<file path="src/hdl/pong_pkg.sv">
// shared types and constants for the paddle game
package pong_pkg;

        // pixel coordinates and the 3-bit colour code of the frame buffer
        typedef logic [7:0] coord_t;
        typedef logic [2:0] colour_t;

        // ==================================================
        // colours
        // ==================================================
        localparam colour_t BG_COLOUR     = 3'd0;
        localparam colour_t PUCK_COLOUR   = 3'd5;
        localparam colour_t PADDLE_COLOUR = 3'd6;
        localparam colour_t BORDER_COLOUR = 3'd7;

        // ==================================================
        // playfield geometry
        // ==================================================
        localparam coord_t SCREEN_WIDTH  = 8'd160;
        localparam coord_t SCREEN_HEIGHT = 8'd120;

        // border lines, the side lines run from the top line to the bottom row
        localparam coord_t TOP_LINE   = 8'd4;
        localparam coord_t LEFT_LINE  = 8'd4;
        localparam coord_t RIGHT_LINE = 8'd155;

        // the paddle spans paddle_x to paddle_x + PADDLE_WIDTH, so 11 pixels
        localparam coord_t PADDLE_ROW     = 8'd115;
        localparam coord_t PADDLE_WIDTH   = 8'd10;
        localparam coord_t PADDLE_X_START = 8'd75;
        localparam coord_t PADDLE_STEP    = 8'd2;

        // both pucks start on this row
        localparam coord_t FACEOFF_Y = 8'd60;

        // sequencer states, ENTER states place the cursor and plot nothing
        typedef enum logic [4:0] {
                INIT,
                CLEAR,
                TOP_ENTER,
                TOP_LOOP,
                RIGHT_ENTER,
                RIGHT_LOOP,
                LEFT_ENTER,
                LEFT_LOOP,
                IDLE,
                ERASE_PADDLE_ENTER,
                ERASE_PADDLE_LOOP,
                DRAW_PADDLE_ENTER,
                DRAW_PADDLE_LOOP,
                ERASE_PUCK1,
                DRAW_PUCK1,
                ERASE_PUCK2,
                DRAW_PUCK2
        } draw_state_t;

endpackage
</file>
<file path="src/hdl/pong_top.sv">
`timescale 1ns/10ps

// game top level, the pixel stream goes straight out to an external frame buffer
module pong_top import pong_pkg::*; #(
        parameter int loop_speed = 6250000
) (
        input  logic       CLOCK_50,
        input  logic [3:0] KEY,
        input  logic [7:0] SW,
        output logic [7:0] x,
        output logic [6:0] y,
        output colour_t    colour,
        output logic       plot
);

        // control pulses from the sequencer
        logic restart;
        logic paddle_move;
        logic step1;
        logic step2;

        // positions fed back to the sequencer
        coord_t paddle_x;
        coord_t puck1_x;
        coord_t puck1_y;
        coord_t puck2_x;
        coord_t puck2_y;
        logic   puck1_miss;
        logic   puck2_miss;

        // full width cursor row, the frame buffer only needs 7 bits of it
        coord_t draw_y;

        // ==================================================
        // frame sequencer
        // ==================================================
        draw_sequencer #(
                .loop_speed (loop_speed)
        ) draw_sequencer_i (
                .CLOCK_50     (CLOCK_50),
                .KEY          (KEY[3]),
                .two_puck_sel (SW[0]),
                .paddle_x     (paddle_x),
                .puck1_x      (puck1_x),
                .puck1_y      (puck1_y),
                .puck1_miss   (puck1_miss),
                .puck2_x      (puck2_x),
                .puck2_y      (puck2_y),
                .puck2_miss   (puck2_miss),
                .restart      (restart),
                .paddle_move  (paddle_move),
                .step1        (step1),
                .step2        (step2),
                .draw_x       (x),
                .draw_y       (draw_y),
                .colour       (colour),
                .plot         (plot)
        );

        assign y = draw_y[6:0];

        // KEY[0] moves right and KEY[1] moves left, both active low
        paddle_control paddle_control_i (
                .CLOCK_50     (CLOCK_50),
                .KEY          (KEY[3]),
                .restart      (restart),
                .start_sel    (SW[1]),
                .start_right  (SW[2]),
                .paddle_move  (paddle_move),
                .move_right_n (KEY[0]),
                .move_left_n  (KEY[1]),
                .paddle_x     (paddle_x)
        );

        // ==================================================
        // the two pucks
        // ==================================================
        puck_motion #(
                .start_x  (80),
                .start_vx (1),
                .start_vy (-1)
        ) puck1_i (
                .CLOCK_50 (CLOCK_50),
                .KEY      (KEY[3]),
                .restart  (restart),
                .step     (step1),
                .paddle_x (paddle_x),
                .pos_x    (puck1_x),
                .pos_y    (puck1_y),
                .miss     (puck1_miss)
        );

        // the second puck heads up and to the left
        puck_motion #(
                .start_x  (40),
                .start_vx (-1),
                .start_vy (-1)
        ) puck2_i (
                .CLOCK_50 (CLOCK_50),
                .KEY      (KEY[3]),
                .restart  (restart),
                .step     (step2),
                .paddle_x (paddle_x),
                .pos_x    (puck2_x),
                .pos_y    (puck2_y),
                .miss     (puck2_miss)
        );

endmodule

</file>
<file path="src/hdl/draw_sequencer.sv">
`timescale 1ns/10ps

// frame FSM, it walks the screen clear, the borders and then one frame per delay
module draw_sequencer import pong_pkg::*; #(
        parameter int loop_speed = 6250000
) (
        input  logic    CLOCK_50,
        input  logic    KEY,
        input  logic    two_puck_sel,
        input  coord_t  paddle_x,
        input  coord_t  puck1_x,
        input  coord_t  puck1_y,
        input  logic    puck1_miss,
        input  coord_t  puck2_x,
        input  coord_t  puck2_y,
        input  logic    puck2_miss,
        output logic    restart,
        output logic    paddle_move,
        output logic    step1,
        output logic    step2,
        output coord_t  draw_x,
        output coord_t  draw_y,
        output colour_t colour,
        output logic    plot
);

        // the idle counter runs from 0 to loop_speed, so loop_speed + 1 cycles
        localparam int CNT_W = $clog2(loop_speed + 1);
        localparam logic [CNT_W-1:0] IDLE_LAST = CNT_W'(loop_speed);

        draw_state_t state;

        // cursor, in the paddle states cur_x is the offset into the paddle span
        coord_t cur_x;
        coord_t cur_y;

        logic [CNT_W-1:0] idle_cnt;
        logic             two_puck;

        // ==================================================
        // state and cursor
        // ==================================================
        always_ff @(posedge CLOCK_50 or negedge KEY) begin
                if (!KEY) begin
                        state    <= INIT;
                        cur_x    <= '0;
                        cur_y    <= '0;
                        two_puck <= 1'b0;
                end else begin
                        case (state)
                        INIT: begin
                                // the puck count is fixed for the whole game
                                two_puck <= two_puck_sel;
                                cur_x    <= '0;
                                cur_y    <= '0;
                                state    <= CLEAR;
                        end
                        CLEAR: begin
                                // raster order, one pixel per cycle
                                if (cur_x == SCREEN_WIDTH - 8'd1) begin
                                        cur_x <= '0;
                                        if (cur_y == SCREEN_HEIGHT - 8'd1)
                                                state <= TOP_ENTER;
                                        else
                                                cur_y <= cur_y + 8'd1;
                                end else begin
                                        cur_x <= cur_x + 8'd1;
                                end
                        end
                        TOP_ENTER: begin
                                cur_x <= LEFT_LINE;
                                cur_y <= TOP_LINE;
                                state <= TOP_LOOP;
                        end
                        TOP_LOOP: begin
                                if (cur_x == RIGHT_LINE)
                                        state <= RIGHT_ENTER;
                                else
                                        cur_x <= cur_x + 8'd1;
                        end
                        RIGHT_ENTER: begin
                                cur_x <= RIGHT_LINE;
                                cur_y <= TOP_LINE;
                                state <= RIGHT_LOOP;
                        end
                        RIGHT_LOOP: begin
                                if (cur_y == SCREEN_HEIGHT - 8'd1)
                                        state <= LEFT_ENTER;
                                else
                                        cur_y <= cur_y + 8'd1;
                        end
                        LEFT_ENTER: begin
                                cur_x <= LEFT_LINE;
                                cur_y <= TOP_LINE;
                                state <= LEFT_LOOP;
                        end
                        LEFT_LOOP: begin
                                if (cur_y == SCREEN_HEIGHT - 8'd1)
                                        state <= IDLE;
                                else
                                        cur_y <= cur_y + 8'd1;
                        end
                        IDLE: begin
                                if (idle_cnt == IDLE_LAST)
                                        state <= ERASE_PADDLE_ENTER;
                        end
                        ERASE_PADDLE_ENTER: begin
                                cur_x <= '0;
                                state <= ERASE_PADDLE_LOOP;
                        end
                        ERASE_PADDLE_LOOP: begin
                                if (cur_x == PADDLE_WIDTH)
                                        state <= DRAW_PADDLE_ENTER;
                                else
                                        cur_x <= cur_x + 8'd1;
                        end
                        DRAW_PADDLE_ENTER: begin
                                // paddle_x takes its new value at the end of this cycle
                                cur_x <= '0;
                                state <= DRAW_PADDLE_LOOP;
                        end
                        DRAW_PADDLE_LOOP: begin
                                if (cur_x == PADDLE_WIDTH)
                                        state <= ERASE_PUCK1;
                                else
                                        cur_x <= cur_x + 8'd1;
                        end
                        ERASE_PUCK1: state <= DRAW_PUCK1;
                        DRAW_PUCK1: begin
                                // a miss from the step just taken restarts the game
                                if (puck1_miss)
                                        state <= INIT;
                                else if (two_puck)
                                        state <= ERASE_PUCK2;
                                else
                                        state <= IDLE;
                        end
                        ERASE_PUCK2: state <= DRAW_PUCK2;
                        DRAW_PUCK2: begin
                                if (puck2_miss)
                                        state <= INIT;
                                else
                                        state <= IDLE;
                        end
                        default: state <= INIT;
                        endcase
                end
        end

        // frame delay, held at zero outside IDLE so every frame waits the same
        always_ff @(posedge CLOCK_50 or negedge KEY) begin
                if (!KEY)
                        idle_cnt <= '0;
                else if (state == IDLE)
                        idle_cnt <= idle_cnt + 1'b1;
                else
                        idle_cnt <= '0;
        end

        // ==================================================
        // control pulses and pixel outputs
        // ==================================================
        assign restart     = (state == INIT);
        assign paddle_move = (state == DRAW_PADDLE_ENTER);
        assign step1       = (state == ERASE_PUCK1);
        assign step2       = (state == ERASE_PUCK2);

        always_comb begin
                plot   = 1'b0;
                colour = BG_COLOUR;
                draw_x = cur_x;
                draw_y = cur_y;
                case (state)
                CLEAR: plot = 1'b1;
                TOP_LOOP, RIGHT_LOOP, LEFT_LOOP: begin
                        plot   = 1'b1;
                        colour = BORDER_COLOUR;
                end
                ERASE_PADDLE_LOOP, DRAW_PADDLE_LOOP: begin
                        // erase uses the old position, draw the moved one
                        plot   = 1'b1;
                        colour = (state == DRAW_PADDLE_LOOP) ? PADDLE_COLOUR : BG_COLOUR;
                        draw_x = paddle_x + cur_x;
                        draw_y = PADDLE_ROW;
                end
                ERASE_PUCK1, DRAW_PUCK1: begin
                        // the puck moves at the end of the erase cycle
                        plot   = (state == ERASE_PUCK1) || !puck1_miss;
                        colour = (state == DRAW_PUCK1) ? PUCK_COLOUR : BG_COLOUR;
                        draw_x = puck1_x;
                        draw_y = puck1_y;
                end
                ERASE_PUCK2, DRAW_PUCK2: begin
                        plot   = (state == ERASE_PUCK2) || !puck2_miss;
                        colour = (state == DRAW_PUCK2) ? PUCK_COLOUR : BG_COLOUR;
                        draw_x = puck2_x;
                        draw_y = puck2_y;
                end
                default: plot = 1'b0;
                endcase
        end

endmodule

</file>
<file path="src/hdl/puck_motion.sv">
`timescale 1ns/10ps

// one puck with its position and its direction on each axis
module puck_motion import pong_pkg::*; #(
        parameter int start_x  = 80,
        parameter int start_vx = 1,
        parameter int start_vy = -1
) (
        input  logic   CLOCK_50,
        input  logic   KEY,
        input  logic   restart,
        input  logic   step,
        input  coord_t paddle_x,
        output coord_t pos_x,
        output coord_t pos_y,
        output logic   miss
);

        // velocity is always one pixel per step, so only its sign is kept
        localparam logic START_NEG_X = (start_vx < 0);
        localparam logic START_NEG_Y = (start_vy < 0);

        logic   neg_x;
        logic   neg_y;
        coord_t next_x;
        coord_t next_y;
        logic   on_paddle;

        // bounce checks look at the position after the move
        assign next_x    = neg_x ? pos_x - 8'd1 : pos_x + 8'd1;
        assign next_y    = neg_y ? pos_y - 8'd1 : pos_y + 8'd1;
        assign on_paddle = (next_x >= paddle_x) && (next_x <= paddle_x + PADDLE_WIDTH);

        always_ff @(posedge CLOCK_50 or negedge KEY) begin
                if (!KEY) begin
                        pos_x <= coord_t'(start_x);
                        pos_y <= FACEOFF_Y;
                        neg_x <= START_NEG_X;
                        neg_y <= START_NEG_Y;
                        miss  <= 1'b0;
                end else if (restart) begin
                        // a new game puts the puck back on the faceoff row
                        pos_x <= coord_t'(start_x);
                        pos_y <= FACEOFF_Y;
                        neg_x <= START_NEG_X;
                        neg_y <= START_NEG_Y;
                        miss  <= 1'b0;
                end else if (step) begin
                        pos_x <= next_x;
                        pos_y <= next_y;
                        if (next_y == TOP_LINE + 8'd1)
                                neg_y <= ~neg_y;
                        if ((next_x == LEFT_LINE + 8'd1) || (next_x == RIGHT_LINE - 8'd1))
                                neg_x <= ~neg_x;
                        // one row above the paddle it either bounces or is lost
                        if (next_y == PADDLE_ROW - 8'd1) begin
                                if (on_paddle)
                                        neg_y <= ~neg_y;
                                else
                                        miss <= 1'b1;
                        end
                end
        end

endmodule

</file>
<file path="src/hdl/paddle_control.sv">
`timescale 1ns/10ps

// paddle position, placed from the switches and moved once per frame by the keys
module paddle_control import pong_pkg::*; (
        input  logic   CLOCK_50,
        input  logic   KEY,
        input  logic   restart,
        input  logic   start_sel,
        input  logic   start_right,
        input  logic   paddle_move,
        input  logic   move_right_n,
        input  logic   move_left_n,
        output coord_t paddle_x
);

        // furthest positions from which a full step still fits inside the walls
        localparam coord_t RIGHT_LIMIT = RIGHT_LINE - PADDLE_WIDTH - 8'd2;
        localparam coord_t LEFT_LIMIT  = LEFT_LINE + 8'd2;

        coord_t start_pos;

        // SW[1] picks a wall start, SW[2] then chooses which wall
        always_comb begin
                if (!start_sel)
                        start_pos = PADDLE_X_START;
                else if (!start_right)
                        start_pos = LEFT_LINE + 8'd1;
                else
                        start_pos = RIGHT_LINE - PADDLE_WIDTH - 8'd1;
        end

        always_ff @(posedge CLOCK_50 or negedge KEY) begin
                if (!KEY) begin
                        paddle_x <= PADDLE_X_START;
                end else if (restart) begin
                        paddle_x <= start_pos;
                end else if (paddle_move) begin
                        // right wins when both keys are held
                        if (!move_right_n) begin
                                if (paddle_x <= RIGHT_LIMIT)
                                        paddle_x <= paddle_x + PADDLE_STEP;
                        end else if (!move_left_n) begin
                                if (paddle_x >= LEFT_LIMIT)
                                        paddle_x <= paddle_x - PADDLE_STEP;
                        end
                end
        end

endmodule

</file>
<file path="config.mk">
export PLATFORM = sky130hd
export DESIGN_NAME = pong_top
export DESIGN_NICKNAME = d
export VERILOG_FILES = /design/src/hdl/pong_pkg.sv /design/src/hdl/pong_top.sv /design/src/hdl/draw_sequencer.sv /design/src/hdl/puck_motion.sv /design/src/hdl/paddle_control.sv
export SDC_FILE = /design/constraint.sdc
export NUM_CORES = 1
export LEC_CHECK = 0
export BUFFER_PORTS_ARGS = -buffer_cell sky130_fd_sc_hd__buf_4
export CAP_MARGIN = 5
export CORE_MARGIN = 3
export CORE_UTILIZATION = 45
export CTS_CLUSTER_DIAMETER = 30
export DETAILED_ROUTE_END_ITERATION = 7
export SETUP_SLACK_MARGIN = 0.4
export SYNTH_ARGS = -nofsm -noshare
export SYNTH_HDL_FRONTEND = slang
export SYNTH_SLANG_ARGS = --single-unit
</file>
<file path="constraint.sdc">
create_clock -name CLOCK_50 -period 3.9 [get_ports CLOCK_50]
set_input_delay 0.78 -clock CLOCK_50 [delete_from_list [all_inputs] [get_ports CLOCK_50]]
set_output_delay 0.78 -clock CLOCK_50 [all_outputs]
set_load 0.02 [all_outputs]
</file>
### Word-level counts from Yosys, hierarchy flattened

Index checks and enable logic that the tools add are counted.

| storage, ports and cells | value |
|---|---|
| bits of input ports | 13 |
| ROM bits | 0 |
| output and inout bits | 19 |
| latch bits | 0 |
| bits in writable memories | 0 |
| bits in registers | 91 |
| memories | 0 |

| cells by class | value |
|---|---|
| shifts and indexed selects | 0 |
| magnitude comparators | 6 |
| mux-type cells | 71 |
| add/sub/neg operators | 15 |
| divide/modulo/power cells | 0 |
| $mul | 0 |
| bitwise gates (word level) | 4 |
| eq/ne operators | 43 |
| reductions and logical operators | 36 |

Operator list:

| kind | number |
|---|---|
| 2-to-1 mux 8 bit | 25 |
| case mux 5 bit (17 select lines) | 1 |
| adder 8 x 1 -> 8 bit, second input constant | 6 |
| case mux 8 bit (6 select lines) | 1 |
| 2-to-1 mux 5 bit | 9 |
| equality test 5 x 4 -> 1 bit, second input constant | 8 |
| equality test 8 x 3 -> 1 bit, second input constant | 4 |
| equality test 8 bit, second input constant | 4 |
| case mux 8 bit (4 select lines) | 1 |
| subtractor 8 x 1 -> 8 bit, second input constant | 4 |
| equality test 8 x 7 -> 1 bit, second input constant | 3 |
| 2-to-1 mux 1 bit | 24 |
| case mux 8 bit (3 select lines) | 1 |
| adder 23 x 1 -> 23 bit, second input constant | 1 |
| equality test 23 bit, second input constant | 1 |
| 2-to-1 mux 23 bit | 1 |
| case mux 7 bit (3 select lines) | 1 |
| equality test 5 x 3 -> 1 bit, second input constant | 4 |
| >= comparator 8 bit | 2 |
| less-or-equal comparator 8 bit | 2 |
| inequality test 2 x 1 -> 1 bit, second input constant | 8 |
| nonzero test 2 bit | 7 |
| 2-to-1 mux 3 bit | 4 |
| case mux 3 bit (4 select lines) | 1 |
| other kinds (30) | 52 |

### Logic depth before layout (Yosys ltp)

| logic depth | value |
|---|---|
| word-level depth | 8 |
| mapped depth | 15 |
| depth with buffers taken out | 15 |

### Hierarchy

From an unflattened synthesis, not the netlist that was laid out.

| second synthesis, totals | value |
|---|---|
| cell total of the unflattened synthesis | 942 |
| area total of the unflattened synthesis | 8195.4 µm² |

By module, submodules not included:

| module | area an instance (µm²) | cells an instance | times used |
|---|---|---|---|
| draw_sequencer | 3434.5 | 400 | 1 |
| puck_motion at puck2_i | 2075.7 | 245 | 1 |
| puck_motion at puck1_i | 1960.6 | 217 | 1 |
| paddle_control | 724.4 | 80 | 1 |

### Least setup slack after synthesis

OpenSTA, ideal clock, no wires.

| path | value |
|---|---|
| kind | flip-flop to flip-flop |
| start | register puck2_i.neg_x |
| end | register puck2_i.neg_y |
| arrival | 3.367 ns |
| setup slack | 0.444 ns |
| buffers on the path | 0 |
| clock period less this slack | 3.456 ns |
| data required time | 3.812 ns |
| stages on the path, launching flop included | 16 |
| cell sequence | dfstp_2 > ha_1 > a211oi_2 > o21ai_1 > a21o_1 > a21oi_1 > xnor2_1 > ha_1 > a21oi_1 > nand2b_1 > o21ai_0 > o221a_2 > o22ai_1 > o2bb2ai_1 > a21oi_1 > or3b_1 |

| on the way | value |
|---|---|
| cells in the longest elaborated chain, start to end | 7 |
| elaborated cells on any way between the ends | 8 |
| classes of those cells | 2 x order compare; 5 x mux; 1 x reduce/logical |

Ends and longest elaborated chain:

| element | line | RTL |
|---|---|---|
| start, declared | puck_motion.sv:23 | `logic neg_x;` |
| start signal, assigned | puck_motion.sv:54 | `neg_x <= ~neg_x;` |
| 2-to-1 mux 8 bit (*) | puck_motion.sv:30 | `assign next_x = neg_x ? pos_x - 8'd1 : pos_x + 8'd1;` |
| >= comparator 8 bit or less-or-equal comparator 8 bit (tied branches) | puck_motion.sv:32 | `assign on_paddle = (next_x >= paddle_x) && (next_x <= paddle_x + PADDLE_WIDTH);` |
| logical AND 1 bit (*) | puck_motion.sv:32 |  |
| 2-to-1 mux 1 bit (*) | puck_motion.sv:57 | `if (on_paddle)` |
| 2-to-1 mux 1 bit (*) | puck_motion.sv:56 | `if (next_y == PADDLE_ROW - 8'd1) begin` |
| 2-to-1 mux 1 bit (*) | puck_motion.sv:48 | `end else if (step) begin` |
| 2-to-1 mux 1 bit (*) | puck_motion.sv:41 | `end else if (restart) begin` |
| end signal, assigned | puck_motion.sv:52 | `neg_y <= ~neg_y;` |
| end signal, assigned | puck_motion.sv:58 | `neg_y <= ~neg_y;` |
| end, declared | puck_motion.sv:24 | `logic neg_y;` |

Mark *: on every way between the ends. The rest lies on a longest branch, timed or not. The select of a mux whose other input is x is not followed.
A chain may end at the register's enable or synchronous reset.

### Final worst setup path

Same ends and word-level chain as after synthesis.

==> flow_summary.ini <==
[worst_setup_path]
r2r_start = puck2_i.neg_x$_DFFE_PN1P_
slowest_delay_ns = 0.59
cp_top_family = compound AO/OA/AOI/OAI gates
cp.required_ns = 4.18
cp_data_arrival_time_ns = 3.74
critPathBufInv = 1
r2r-end = puck2_i.neg_y$_DFFE_PN1P_
start_kind = register
path_cells = buf_4, ha_1, o21a_1, a21o_1, a21oi_2, xnor2_2, ha_1, a21oi_2, nand2b_1, o21ai_1, o221a_2, o22ai_2, o2bb2ai_1, a21oi_1, or3b_1
end_kind = register
worstPathMaxFanout = 4
ff2ff_path_depth = 15
worst-setup-path-type = reg2reg
r2r_slack_ns = 0.44
critPathSlowestCell = dfstp_2

[timing]
finalClockSkew_ns = 0.00746
slew_headroom_pct = 37.2
rsz0062_at_grt = yes
setup_violations = 0
post-route-min-period_ns = 3.46
tightestPinTransition_ns = 0.941
max_freq_ghz = 0.289
finalSetupTns_ns = 0
fin_ws_ns = 0.437
drv_slew = 0
holdWs_ns = 0.444
finalHoldViolCount = 0
period_share_pct = 88.8

[placed_design]
dpl_cell_area_um2 = 7930
port-buffer-count = 25
place_congestion = 0.865
hpwl_um = 14900
pre_cts_ws_ns = 0.141

[synth]
netlist_instances = 837
synth-seq-area-share_pct = 31.2
async_flop_share_pct = 100
yosys.area.top_type = dfrtp_1
synth_nets = 934
synth-edff-count = 0
yosys_warnings = 0
yosysUniqueCellTypes = 80
synthTopCellsByArea = dfrtp_1 (24%), ha_1 (13%), dfstp_2 (6.8%), o21ai_0 (4.7%), nor2_1 (4.0%)
synth_top_area_share_pct = 24.4
avgSynthCellArea_um2 = 8.82
synth_ff_type = dfrtp_1
yosys_register_bits = 91
synthesis.area_um2 = 7380
synth_common_cells = ha_1 (78), nor2_1 (78), dfrtp_1 (72), o21ai_0 (69), nand2_1 (59)

[finish]
finalInstanceArea_um2 = 8630
diodes = 0
fillers = 1429
layout-drive-gt1-share_pct = 18.5
layout.nets = 990
syn_to_final_growth_pct = 16.9

[route]
wl_per_cell_um = 18.2
routed_wl_um = 20300
ant_nets = 0
first_iter_violations = 493
vias = 6626
firstDrtPassIters = 5
via_per_inst = 5.95
drc_errors = 0
wl_met3_um = 981
route.top_layer_used = met4
dr_wl_met2_um = 9880
wl_met1_um = 8910

[power]
combPwrFrac_pct = 6.5
peakVddDrop_v = 0.000218
intPower_uw = 1570
p_sw_share_pct = 23.2
p_switching_uw = 472
power.density_nw_per_um2 = 236
clkPwrFrac_pct = 46.4
seqPwrFrac_pct = 47.1
power.leakage_uw = 0.00389

[min_path]
min_path_type = in2async

[grt]
grt_usage_pct = 22.9
grt_max_degree = 49
antenna_found_initial = 0
grt_pass1_vias = 6431
grt_overflow = 0
grt_pass1_wl_um = 33200

[clock_tree]
clockBufferDepth = 2
root_buffer = clkbuf_16
clk_pin_slew_ns = 0.07
clock-sinks = 91
cts_made_buffers = 9
cts_tree = done
htree_levels = 3
clock_latency_ns = 0.35

[die]
coreArea_um2 = 15900
start_util_pct = 46.3
fp.dieW_um = 134
io_pins = 32
die_h_um = 134
rows = 46
dieArea_um2 = 18000

[outcome]
status = completed

[job]
drv_cap = 0
-- worst register-to-register path: cells and delay by family, from the launching register on --
| family | cells | cell delay (ns) |
|---|---|---|
| compound gates | 9 | 1.53 |
| xor+xnor | 1 | 0.09 |
| fa+ha+maj | 2 | 0.60 |
| buf+inv | 1 | 0.15 |
| flops | 1 | 0.59 |
| simple gates | 2 | 0.45 |
-- power groups by stage --
stage,clock network [µW],logic (µW),registers [µW]
floorplan,0,71.8,973
finish,947,132,960
global route,1010,151,960
global placement,0,115,977
CTS,970,125,959
detailed placement,0,118,977
-- layer usage --
layer  global-route usage [%]  vias to the layer above
met5                        0                        -
li1                         -                     3169
met4                     7.81                        0
met1                     30.1                     3258
met3                     3.83                       38
met2                     38.5                      161
-- cell families (layout without fill, tap and decap cells) --
| kind of cell | Yosys count | in the layout | synth area share [%] |
|---|---|---|---|
| simple gates | 282 | 282 | 19.6 |
| compound gates | 245 | 245 | 22.1 |
| flops | 91 | 91 | 31.2 |
| fa+ha+maj | 84 | 84 | 14.8 |
| buf+inv | 66 | 127 | 3.54 |
| xor+xnor | 61 | 61 | 7.61 |
| mux | 8 | 8 | 1.14 |
-- registers in the layout (all words and copies together) (netlist names) --
name and flops:
draw_sequencer_i.idle_cnt 23, draw_sequencer_i.cur_x 8, draw_sequencer_i.cur_y 8, paddle_control_i.paddle_x 8, puck1_i.pos_x 8, puck1_i.pos_y 8, puck2_i.pos_x 8, puck2_i.pos_y 8
draw_sequencer_i.state 5, draw_sequencer_i.two_puck 1, puck1_i.miss 1, puck1_i.neg_x 1, puck1_i.neg_y 1, puck2_i.miss 1, puck2_i.neg_x 1, puck2_i.neg_y 1
-- through the flow --
stage / utilization, % / total power (µW) / cells
after floorplan: - / 1050 / 837
after global placement: 49.7 / 1090 / 1079
after detailed placement: 49.7 / 1100 / 1079
after CTS: 52.5 / 2050 / 1102
after global routing: 54.1 / 2120 / 1114
final: 54.1 / 2040 / 1114
-- worst max-delay path by stage --
stage,to,startpoint,cells past startpoint
2_1_floorplan,puck2_i.neg_y$_DFFE_PN1P_,puck2_i.neg_x$_DFFE_PN1P_,15
3_3_place_gp,puck2_i.neg_y$_DFFE_PN1P_,puck2_i.neg_x$_DFFE_PN1P_,15
3_5_place_dp,puck2_i.neg_y$_DFFE_PN1P_,puck2_i.neg_x$_DFFE_PN1P_,15
4_1_cts,puck2_i.neg_y$_DFFE_PN1P_,puck2_i.neg_x$_DFFE_PN1P_,15
5_1_grt,puck2_i.neg_y$_DFFE_PN1P_,puck2_i.neg_x$_DFFE_PN1P_,15
6_report,puck2_i.neg_y$_DFFE_PN1P_,puck2_i.neg_x$_DFFE_PN1P_,15
-- cell type report --
type | instances | area [µm²] | share of cell area, %
clock inverter | 6 | 90.1 | 1.04
tap | 216 | 270 | 3.13
inverter | 42 | 158 | 1.83
sequential | 91 | 2310 | 26.7
clock buffer | 10 | 229 | 2.65
multi-input combinational | 680 | 5050 | 58.5
timing repair buffer | 69 | 526 | 6.09
-- placed cells by master (no fill, tap or decap), types with 5 or more instances in the layout --
cell type / instances
a21o_1: 15
a21oi_1: 45
a21oi_2: 7
a222oi_1: 8
a22o_1: 10
a22oi_1: 6
and3_1: 14
buf_4: 67
clkbuf_16: 9
dfrtp_1: 68
dfstp_2: 19
ha_1: 71
ha_4: 6
inv_1: 40
mux2i_1: 5
nand2_1: 58
nand2b_1: 10
nand3_1: 25
nand4_1: 7
nor2_1: 77
nor2b_1: 14
nor3_1: 17
nor4_1: 8
o21a_1: 9
o21ai_0: 63
o21ai_1: 8
o21bai_1: 5
o22a_1: 10
o22ai_1: 5
o31a_1: 6
or3_1: 11
xnor2_1: 28
xor2_1: 28
-- repair_timing --
| item | CTS | global route |
|---|---|---|
| setup buffers | 7 | 12 |
| setup endpoints to repair | 15 | 9 |
| gates resized for setup | 19 | 33 |
| pin swaps | 5 | 23 |
| hold buffers | 0 | 0 |
No activity file was read; power rests on OpenSTA's default activity.
